**config.mk**
```make
export PLATFORM = sky130hd
export DESIGN_NAME = alu_unit
export DESIGN_NICKNAME = d
export VERILOG_FILES = /design/src/design/alu_pkg.sv /design/src/design/cla_4b.sv /design/src/design/cla_16b_sat.sv /design/src/design/shifter_16b.sv /design/src/design/alu_core.sv /design/src/design/alu_unit.sv
export SDC_FILE = /design/constraint.sdc
export NUM_CORES = 1
export LEC_CHECK = 0
export BUFFER_PORTS_ARGS = -buffer_cell sky130_fd_sc_hd__buf_2
export CAP_MARGIN = 20
export CORE_ASPECT_RATIO = 0.5
export CORE_MARGIN = 5
export CORE_UTILIZATION = 30
export CTS_CLUSTER_SIZE = 30
export DETAILED_ROUTE_END_ITERATION = 8
export GPL_TIMING_DRIVEN = 0
export SETUP_SLACK_MARGIN = 0.05
export SYNTH_ARGS = -nofsm -noshare
export SYNTH_HDL_FRONTEND = slang
export SYNTH_SLANG_ARGS = --single-unit
```
**constraint.sdc**
```tcl
create_clock -name clk -period 9.9 [get_ports clk]
set_input_delay 1.485 -clock clk [delete_from_list [all_inputs] [get_ports clk]]
set_output_delay 1.485 -clock clk [all_outputs]
set_load 0.02 [all_outputs]
```
**src/design/alu_pkg.sv**
```systemverilog
`default_nettype none

package alu_pkg;

	localparam int data_width  = 16;
	localparam int group_width = 4;
	localparam int shamt_width = 4;

	typedef logic [data_width-1:0]  word_t;
	typedef logic [group_width-1:0] nibble_t;
	typedef logic [shamt_width-1:0] shamt_t; // low bits of operand b

	localparam word_t sat_max = 16'h7fff;
	localparam word_t sat_min = 16'h8000;

	typedef enum logic [2:0] {
		op_add = 3'd0,
		op_sub = 3'd1,
		op_xor = 3'd2,
		op_sll = 3'd3,
		op_sra = 3'd4,
		op_ror = 3'd5
	} alu_op_e;

	typedef struct packed {
		logic n; // negative
		logic z; // zero
		logic v; // signed overflow, result was clamped
	} alu_flags_t;

	typedef struct packed {
		alu_op_e op;
		word_t   a;
		word_t   b;
	} alu_req_t;

	typedef struct packed {
		word_t      result;
		alu_flags_t flags;
	} alu_rsp_t;

	typedef enum logic [1:0] {
		st_idle = 2'd0,
		st_exec = 2'd1,
		st_done = 2'd2
	} unit_state_e;

endpackage

`default_nettype wire

```
**src/design/cla_4b.sv**
```systemverilog
`timescale 1ns/1ps
`default_nettype none

module cla_4b
	import alu_pkg::*;
(
	input  nibble_t a,
	input  nibble_t b,
	input  logic    c_in,
	output nibble_t s,
	output logic    gg,
	output logic    pg
);

	nibble_t g; // per-bit generate
	nibble_t p; // per-bit propagate
	nibble_t c; // carry into each bit

	assign g = a & b;
	assign p = a | b;

	// all inner carries straight from c_in, no ripple
	assign c[0] = c_in;
	assign c[1] = g[0] | (p[0] & c_in);
	assign c[2] = g[1]
		| (p[1] & g[0])
		| (p[1] & p[0] & c_in);
	assign c[3] = g[2]
		| (p[2] & g[1])
		| (p[2] & p[1] & g[0])
		| (p[2] & p[1] & p[0] & c_in);

	assign s = a ^ b ^ c;

	// group terms for the second lookahead level
	assign pg = &p;
	assign gg = g[3]
		| (p[3] & g[2])
		| (p[3] & p[2] & g[1])
		| (p[3] & p[2] & p[1] & g[0]);

endmodule

`default_nettype wire

```
**src/design/cla_16b_sat.sv**
```systemverilog
`timescale 1ns/1ps
`default_nettype none

module cla_16b_sat
	import alu_pkg::*;
(
	input  word_t      a,
	input  word_t      b,
	input  logic       sub,
	output word_t      s,
	output alu_flags_t flags
);

	localparam int num_groups = data_width / group_width;

	word_t                 b_eff;    // b, or ~b for subtract
	word_t                 raw_sum;
	logic [num_groups-1:0] grp_g;
	logic [num_groups-1:0] grp_p;
	logic [num_groups-1:0] grp_c;    // carry into each group
	logic                  both_neg;
	logic                  both_pos;
	logic                  sat_neg;
	logic                  sat_pos;

	assign b_eff = sub ? ~b : b; // carry-in of one finishes the two's complement

	// second lookahead level over the group generate/propagate
	assign grp_c[0] = sub;
	assign grp_c[1] = grp_g[0] | (grp_p[0] & sub);
	assign grp_c[2] = grp_g[1]
		| (grp_p[1] & grp_g[0])
		| (grp_p[1] & grp_p[0] & sub);
	assign grp_c[3] = grp_g[2]
		| (grp_p[2] & grp_g[1])
		| (grp_p[2] & grp_p[1] & grp_g[0])
		| (grp_p[2] & grp_p[1] & grp_p[0] & sub);

	for (genvar i = 0; i < num_groups; i++) begin : g_grp
		cla_4b u_cla (
			.a    (a[i*group_width +: group_width]),
			.b    (b_eff[i*group_width +: group_width]),
			.c_in (grp_c[i]),
			.s    (raw_sum[i*group_width +: group_width]),
			.gg   (grp_g[i]),
			.pg   (grp_p[i])
		);
	end

	// overflow only when the effective operands share a sign
	assign both_neg = a[data_width-1] & b_eff[data_width-1];
	assign both_pos = ~a[data_width-1] & ~b_eff[data_width-1];
	assign sat_neg  = both_neg & ~raw_sum[data_width-1];
	assign sat_pos  = both_pos & raw_sum[data_width-1];

	always_comb begin
		if (sat_neg) begin
			s = sat_min;
		end else if (sat_pos) begin
			s = sat_max;
		end else begin
			s = raw_sum;
		end
	end

	assign flags.n = s[data_width-1];
	assign flags.z = ~|s;
	assign flags.v = sat_neg | sat_pos;

endmodule

`default_nettype wire

```
**src/design/shifter_16b.sv**
```systemverilog
`timescale 1ns/1ps
`default_nettype none

module shifter_16b
	import alu_pkg::*;
(
	input  word_t   a,
	input  shamt_t  shamt,
	input  alu_op_e op,
	output word_t   y
);

	word_t stage [shamt_width+1]; // stage[k] is the word before the 2**k step

	assign stage[0] = a;

	for (genvar k = 0; k < shamt_width; k++) begin : g_stage
		localparam int sh = 1 << k;

		word_t shifted;

		always_comb begin
			case (op)
				op_sll: begin
					shifted = {stage[k][data_width-1-sh:0], {sh{1'b0}}};
				end
				op_sra: begin
					shifted = {{sh{stage[k][data_width-1]}}, stage[k][data_width-1:sh]};
				end
				op_ror: begin
					shifted = {stage[k][sh-1:0], stage[k][data_width-1:sh]};
				end
				default: begin
					shifted = stage[k]; // not a shift, leave the word alone
				end
			endcase
		end

		assign stage[k+1] = shamt[k] ? shifted : stage[k];
	end

	assign y = stage[shamt_width];

endmodule

`default_nettype wire

```
**src/design/alu_core.sv**
```systemverilog
`timescale 1ns/1ps
`default_nettype none

module alu_core
	import alu_pkg::*;
(
	input  alu_req_t   req,
	input  alu_flags_t flags_cur,
	output alu_rsp_t   rsp
);

	logic       do_sub;
	word_t      sum;
	alu_flags_t add_flags;
	shamt_t     sh_amt;
	word_t      shifted;
	word_t      xor_res;

	assign do_sub  = (req.op == op_sub);
	assign sh_amt  = req.b[shamt_width-1:0];
	assign xor_res = req.a ^ req.b;

	cla_16b_sat u_add (
		.a     (req.a),
		.b     (req.b),
		.sub   (do_sub),
		.s     (sum),
		.flags (add_flags)
	);

	shifter_16b u_shift (
		.a     (req.a),
		.shamt (sh_amt),
		.op    (req.op),
		.y     (shifted)
	);

	always_comb begin
		rsp.flags = flags_cur;
		case (req.op)
			op_add, op_sub: begin
				rsp.result = sum;
				rsp.flags  = add_flags;
			end
			op_xor: begin
				rsp.result = xor_res;
			end
			op_sll, op_sra, op_ror: begin
				rsp.result = shifted;
			end
			default: begin
				rsp.result = '0; // unused encodings
			end
		endcase

		// logic ops and shifts only touch z, n and v stay sticky
		if (req.op != op_add && req.op != op_sub) begin
			rsp.flags.z = ~|rsp.result;
		end
	end

endmodule

`default_nettype wire

```
**src/design/alu_unit.sv**
```systemverilog
`timescale 1ns/1ps
`default_nettype none

module alu_unit
	import alu_pkg::*;
(
	input  logic     clk,
	input  logic     rst,
	input  logic     req,
	input  alu_req_t req_data,
	output logic     ack,
	output alu_rsp_t rsp
);

	unit_state_e state;
	alu_req_t    req_q;     // operands held for the exec cycle
	word_t       result_q;
	alu_flags_t  flags_q;   // N/Z/V flag register
	alu_rsp_t    core_rsp;

	alu_core u_core (
		.req       (req_q),
		.flags_cur (flags_q),
		.rsp       (core_rsp)
	);

	always_ff @(posedge clk) begin
		if (rst) begin
			state    <= st_idle;
			ack      <= 1'b0;
			result_q <= '0;
			flags_q  <= '0;
		end else begin
			case (state)
				st_idle: begin
					if (req) begin
						state <= st_exec;
					end
				end
				st_exec: begin
					result_q <= core_rsp.result;
					flags_q  <= core_rsp.flags;
					ack      <= 1'b1;
					state    <= st_done;
				end
				st_done: begin
					if (!req) begin // requester has seen ack
						ack   <= 1'b0;
						state <= st_idle;
					end
				end
				default: begin
					ack   <= 1'b0;
					state <= st_idle;
				end
			endcase
		end
	end

	always_ff @(posedge clk) begin
		if (state == st_idle && req) begin
			req_q <= req_data;
		end
	end

	assign rsp.result = result_q;
	assign rsp.flags  = flags_q; // visible between transactions too

	// ack only answers a request that started two edges earlier
	a_ack_needs_req: assert property (
		@(posedge clk) disable iff (rst)
		$rose(ack) |-> $past(req, 2)
	) else $error("ack rose without a request");

	a_data_stable: assert property (
		@(posedge clk) disable iff (rst)
		(state == st_exec && req) |-> $stable(req_data)
	) else $error("req_data changed while req was high");

	a_idle_no_ack: assert property (
		@(posedge clk) disable iff (rst)
		(state == st_idle) |-> !ack
	) else $error("ack high in idle state");

endmodule

`default_nettype wire

```
==> flow_summary.ini <==
[route]
drtIter0Drc = 719
route.detailed.drc = 0
drtPass1Iterations = 6
vias_per_cell = 5.82
totalWireLength_um = 22600
vias = 5634
post_drt_wl_per_cell_um = 23.4
ant_nets = 0

[final_layout]
fill_cells = 1859
areaGrowthSynthToFinish_pct = 16.1
antenna_cells = 0
nets = 801
drive_above_1_share_pct = 12.8
utilization_pct = 35.9

[logic_synthesis]
ys_warn_count = 0
synth.distinct_cells = 71
syn_area_um2 = 5410
synth_edf_count = 35
post_synth.cell_area_avg_um2 = 8.20
syn_nets = 732
synthCells = 660
synth-main-ff-cell = edfxtp_1
synthArstFlopShare_pct = 0
ys_seq_area_share_pct = 27.5
synth-seq-cells = 57

[worst_setup_path]
worst_setup_path_start_kind = flop
r2r.worst_path.cells = 27
critPathKind = flop to flop
worst-path-max-fanout = 10
r2r_end = rsp[1]$_SDFFE_PP0P_
crit_top_cell = clkbuf_1
required_ps = 10160
cp-end-kind = flop
critPathMaxStageDelay_ps = 750
r2r_slack_ps = 2140
rr_startpoint = req_q[34]$_DFFE_PP_
arrival_ps = 8020
cpMaxStageDelayCell = clkbuf_1

[place]
place_congestion = 1.00
hpwl_um = 17600
io_buffers = 57

[timing]
finalCriticalPeriod_ps = 7760
drv_slew = 0
hold_viol = 0
rsz0062_at_grt = no
fin_skew_ps = 8.81
period_share_pct = 78.3
setup_tns_ps = 0
finalSetupViolations = 0
tightest_slew_ps = 1040
max_freq_mhz = 129
relSlewSlack_pct = 29.7

[clock_tree]
post_cts_buffers = 0
tritoncts = yes
htree_levels = 3
cts_buffers = 9
ctsHoldBuffers = 0
cts_resized = 0
worstSkewPairLatency_ps = 340
cts_buffer_depth = 2
clkSinkCount = 57
clk_pin_slew_ps = 60
root_buffer = clkbuf_16

[pwr]
comb_power_share_pct = 36.9
finalPower_mw = 0.913
p_sw_share_pct = 39.4
power_switching_mw = 0.360
cell_internal_pwr_mw = 0.553
leakage_nw = 2.54
clkPwrFrac_pct = 31.9
p_seq_share_pct = 31.3
irDropWorstVdd_uv = 82.5
power_density_nw_per_um2 = 145

[die]
rows = 34
die_x_um = 200
num_io_pins = 58
die_y_um = 105
fp.dieArea_um2 = 21000
core_um2 = 17500
initial_core_util_pct = 30.9

[min_path]
min_path_type = flop to flop
hold_end = rsp[2]$_SDFFE_PP0P_
min_path_cells = 2
hp-start = rsp[2]$_SDFFE_PP0P_

[grt]
met3_usage_pct = 8.42
grt_max_degree = 33
grt_use_met2_pct = 27.8
grt.overflow.total = 0
grt_pass1_wl_um = 33400
grt_usage_pct = 21.0
antenna_found_initial = 0
grtUsageMet1_pct = 31.2
top_usage_layer = met1
grt_pass1_vias = 5291

[job]
maxCapViolCount = 0

[run_status]
status = finished, final reports clean
-- power by group through the flow --
stage / Clock, mW / Combinational, mW / Sequential [mW]
3_5_place_dp: 0 / 0.323 / 0.290
2_1_floorplan: 0 / 0.205 / 0.293
6_report: 0.291 / 0.336 / 0.285
3_3_place_gp: 0 / 0.322 / 0.291
4_1_cts: 0.295 / 0.325 / 0.285
5_1_grt: 0.308 / 0.361 / 0.288
-- critical path: cells and delay by family, from the launching register on --
family | cells | cell delay (ps)
fa+ha+maj | 2 | 810
xor+xnor | 1 | 220
flops | 1 | 420
simple gates | 6 | 1290
buf+inv | 6 | 2120
compound gates | 12 | 2810
-- registers in the layout (all words and copies together) (netlist names) --
register  flops
ack           1
req_q        35
result_q     16
rsp           3
state         2
-- synthesized netlist by cell type (5+ instances only) --
library cell	instances	area, µm²
xor2_1	33	289
ha_1	30	375
and2_1	7	43.8
mux2i_1	13	130
a22oi_1	10	75.1
a211oi_1	19	143
nand2_1	43	161
nand2b_1	11	68.8
mux2_2	6	67.6
a311oi_1	6	52.6
inv_1	40	150
o22a_1	5	43.8
xnor2_1	7	61.3
nand4b_1	8	70.1
nor2_1	62	233
nand3b_1	6	45.0
o22ai_1	12	75.1
o221ai_1	5	43.8
and3b_1	8	70.1
a31oi_1	6	37.5
dfxtp_1	22	440
and4b_1	6	60.1
a21oi_1	43	215
edfxtp_1	35	1050
nor2b_1	9	56.3
clkbuf_1	46	173
nand3_1	15	75.1
o21ai_0	41	205
nor3_1	17	85.1
-- placed cells by master (no fill, tap or decap), types with 8 or more instances in the layout --
master     instances
nor2_1            61
buf_2             60
clkbuf_1          47
a21oi_1           43
nand2_1           43
o21ai_0           41
inv_1             40
edfxtp_1          35
xor2_1            33
ha_1              30
dfxtp_1           22
a211oi_1          19
nor3_1            17
nand3_1           15
mux2i_1           13
o22ai_1           12
nand2b_1          11
a22oi_1           10
nor2b_1            9
clkbuf_16          9
and3b_1            8
nand4b_1           8
-- worst max-delay path by stage --
stage / start / endpoint / slack [ps] / cells after the start
final: req_q[34]$_DFFE_PP_ / rsp[1]$_SDFFE_PP0P_ / 2140 / 27
after global routing: req_q[34]$_DFFE_PP_ / rsp[1]$_SDFFE_PP0P_ / 1710 / 27
after CTS: req_q[34]$_DFFE_PP_ / rsp[1]$_SDFFE_PP0P_ / 2230 / 27
after detailed placement: req_q[34]$_DFFE_PP_ / rsp[1]$_SDFFE_PP0P_ / 2260 / 27
after global placement: req_q[34]$_DFFE_PP_ / rsp[1]$_SDFFE_PP0P_ / 2360 / 27
after floorplan: req_q[34]$_DFFE_PP_ / rsp[1]$_SDFFE_PP0P_ / 3980 / 27
-- cell families (layout without fill, tap and decap cells) --
logic type	count (synthesis)	in the layout	share of synthesized area, %
AND/OR/NAND/NOR	217	217	21.6
flip-flops	57	57	27.5
XOR/XNOR	40	40	6.47
adder cells (fa/ha/maj)	34	34	8.41
AO/OA/AOI/OAI	201	201	25.7
buffers and inverters	92	166	6.59
multiplexers	19	19	3.65
-- stage by stage --
stage | cells | hold slack (ps) | worst slack (ps) | cell area (µm²)
floorplan | 660 | 481 | 3980 | 5410
global placement | 951 | 456 | 2360 | 5990
detailed placement | 952 | 477 | 2260 | 6020
CTS | 968 | 492 | 2230 | 6280
global route | 968 | 517 | 1710 | 6280
finish | 968 | 491 | 2140 | 6280
-- area by class of cell --
cell class / count / area [µm²] / area share (%)
Timing Repair Buffer: 58 / 305 / 4.86
Clock inverter: 6 / 35.0 / 0.558
Buffer: 51 / 203 / 3.23
Multi-Input combinational cell: 511 / 3570 / 56.9
Sequential cell: 57 / 1490 / 23.7
Tap cell: 234 / 293 / 4.66
Clock buffer: 10 / 229 / 3.64
Inverter: 41 / 154 / 2.45
-- layer usage --
layer  routed length [µm]  vias up
met5                    0        -
met4                  484        0
met3                 2790       34
met2                 8680      334
met1                10700     2696
li1                     -     2570
No activity file was read; power rests on OpenSTA's default activity.
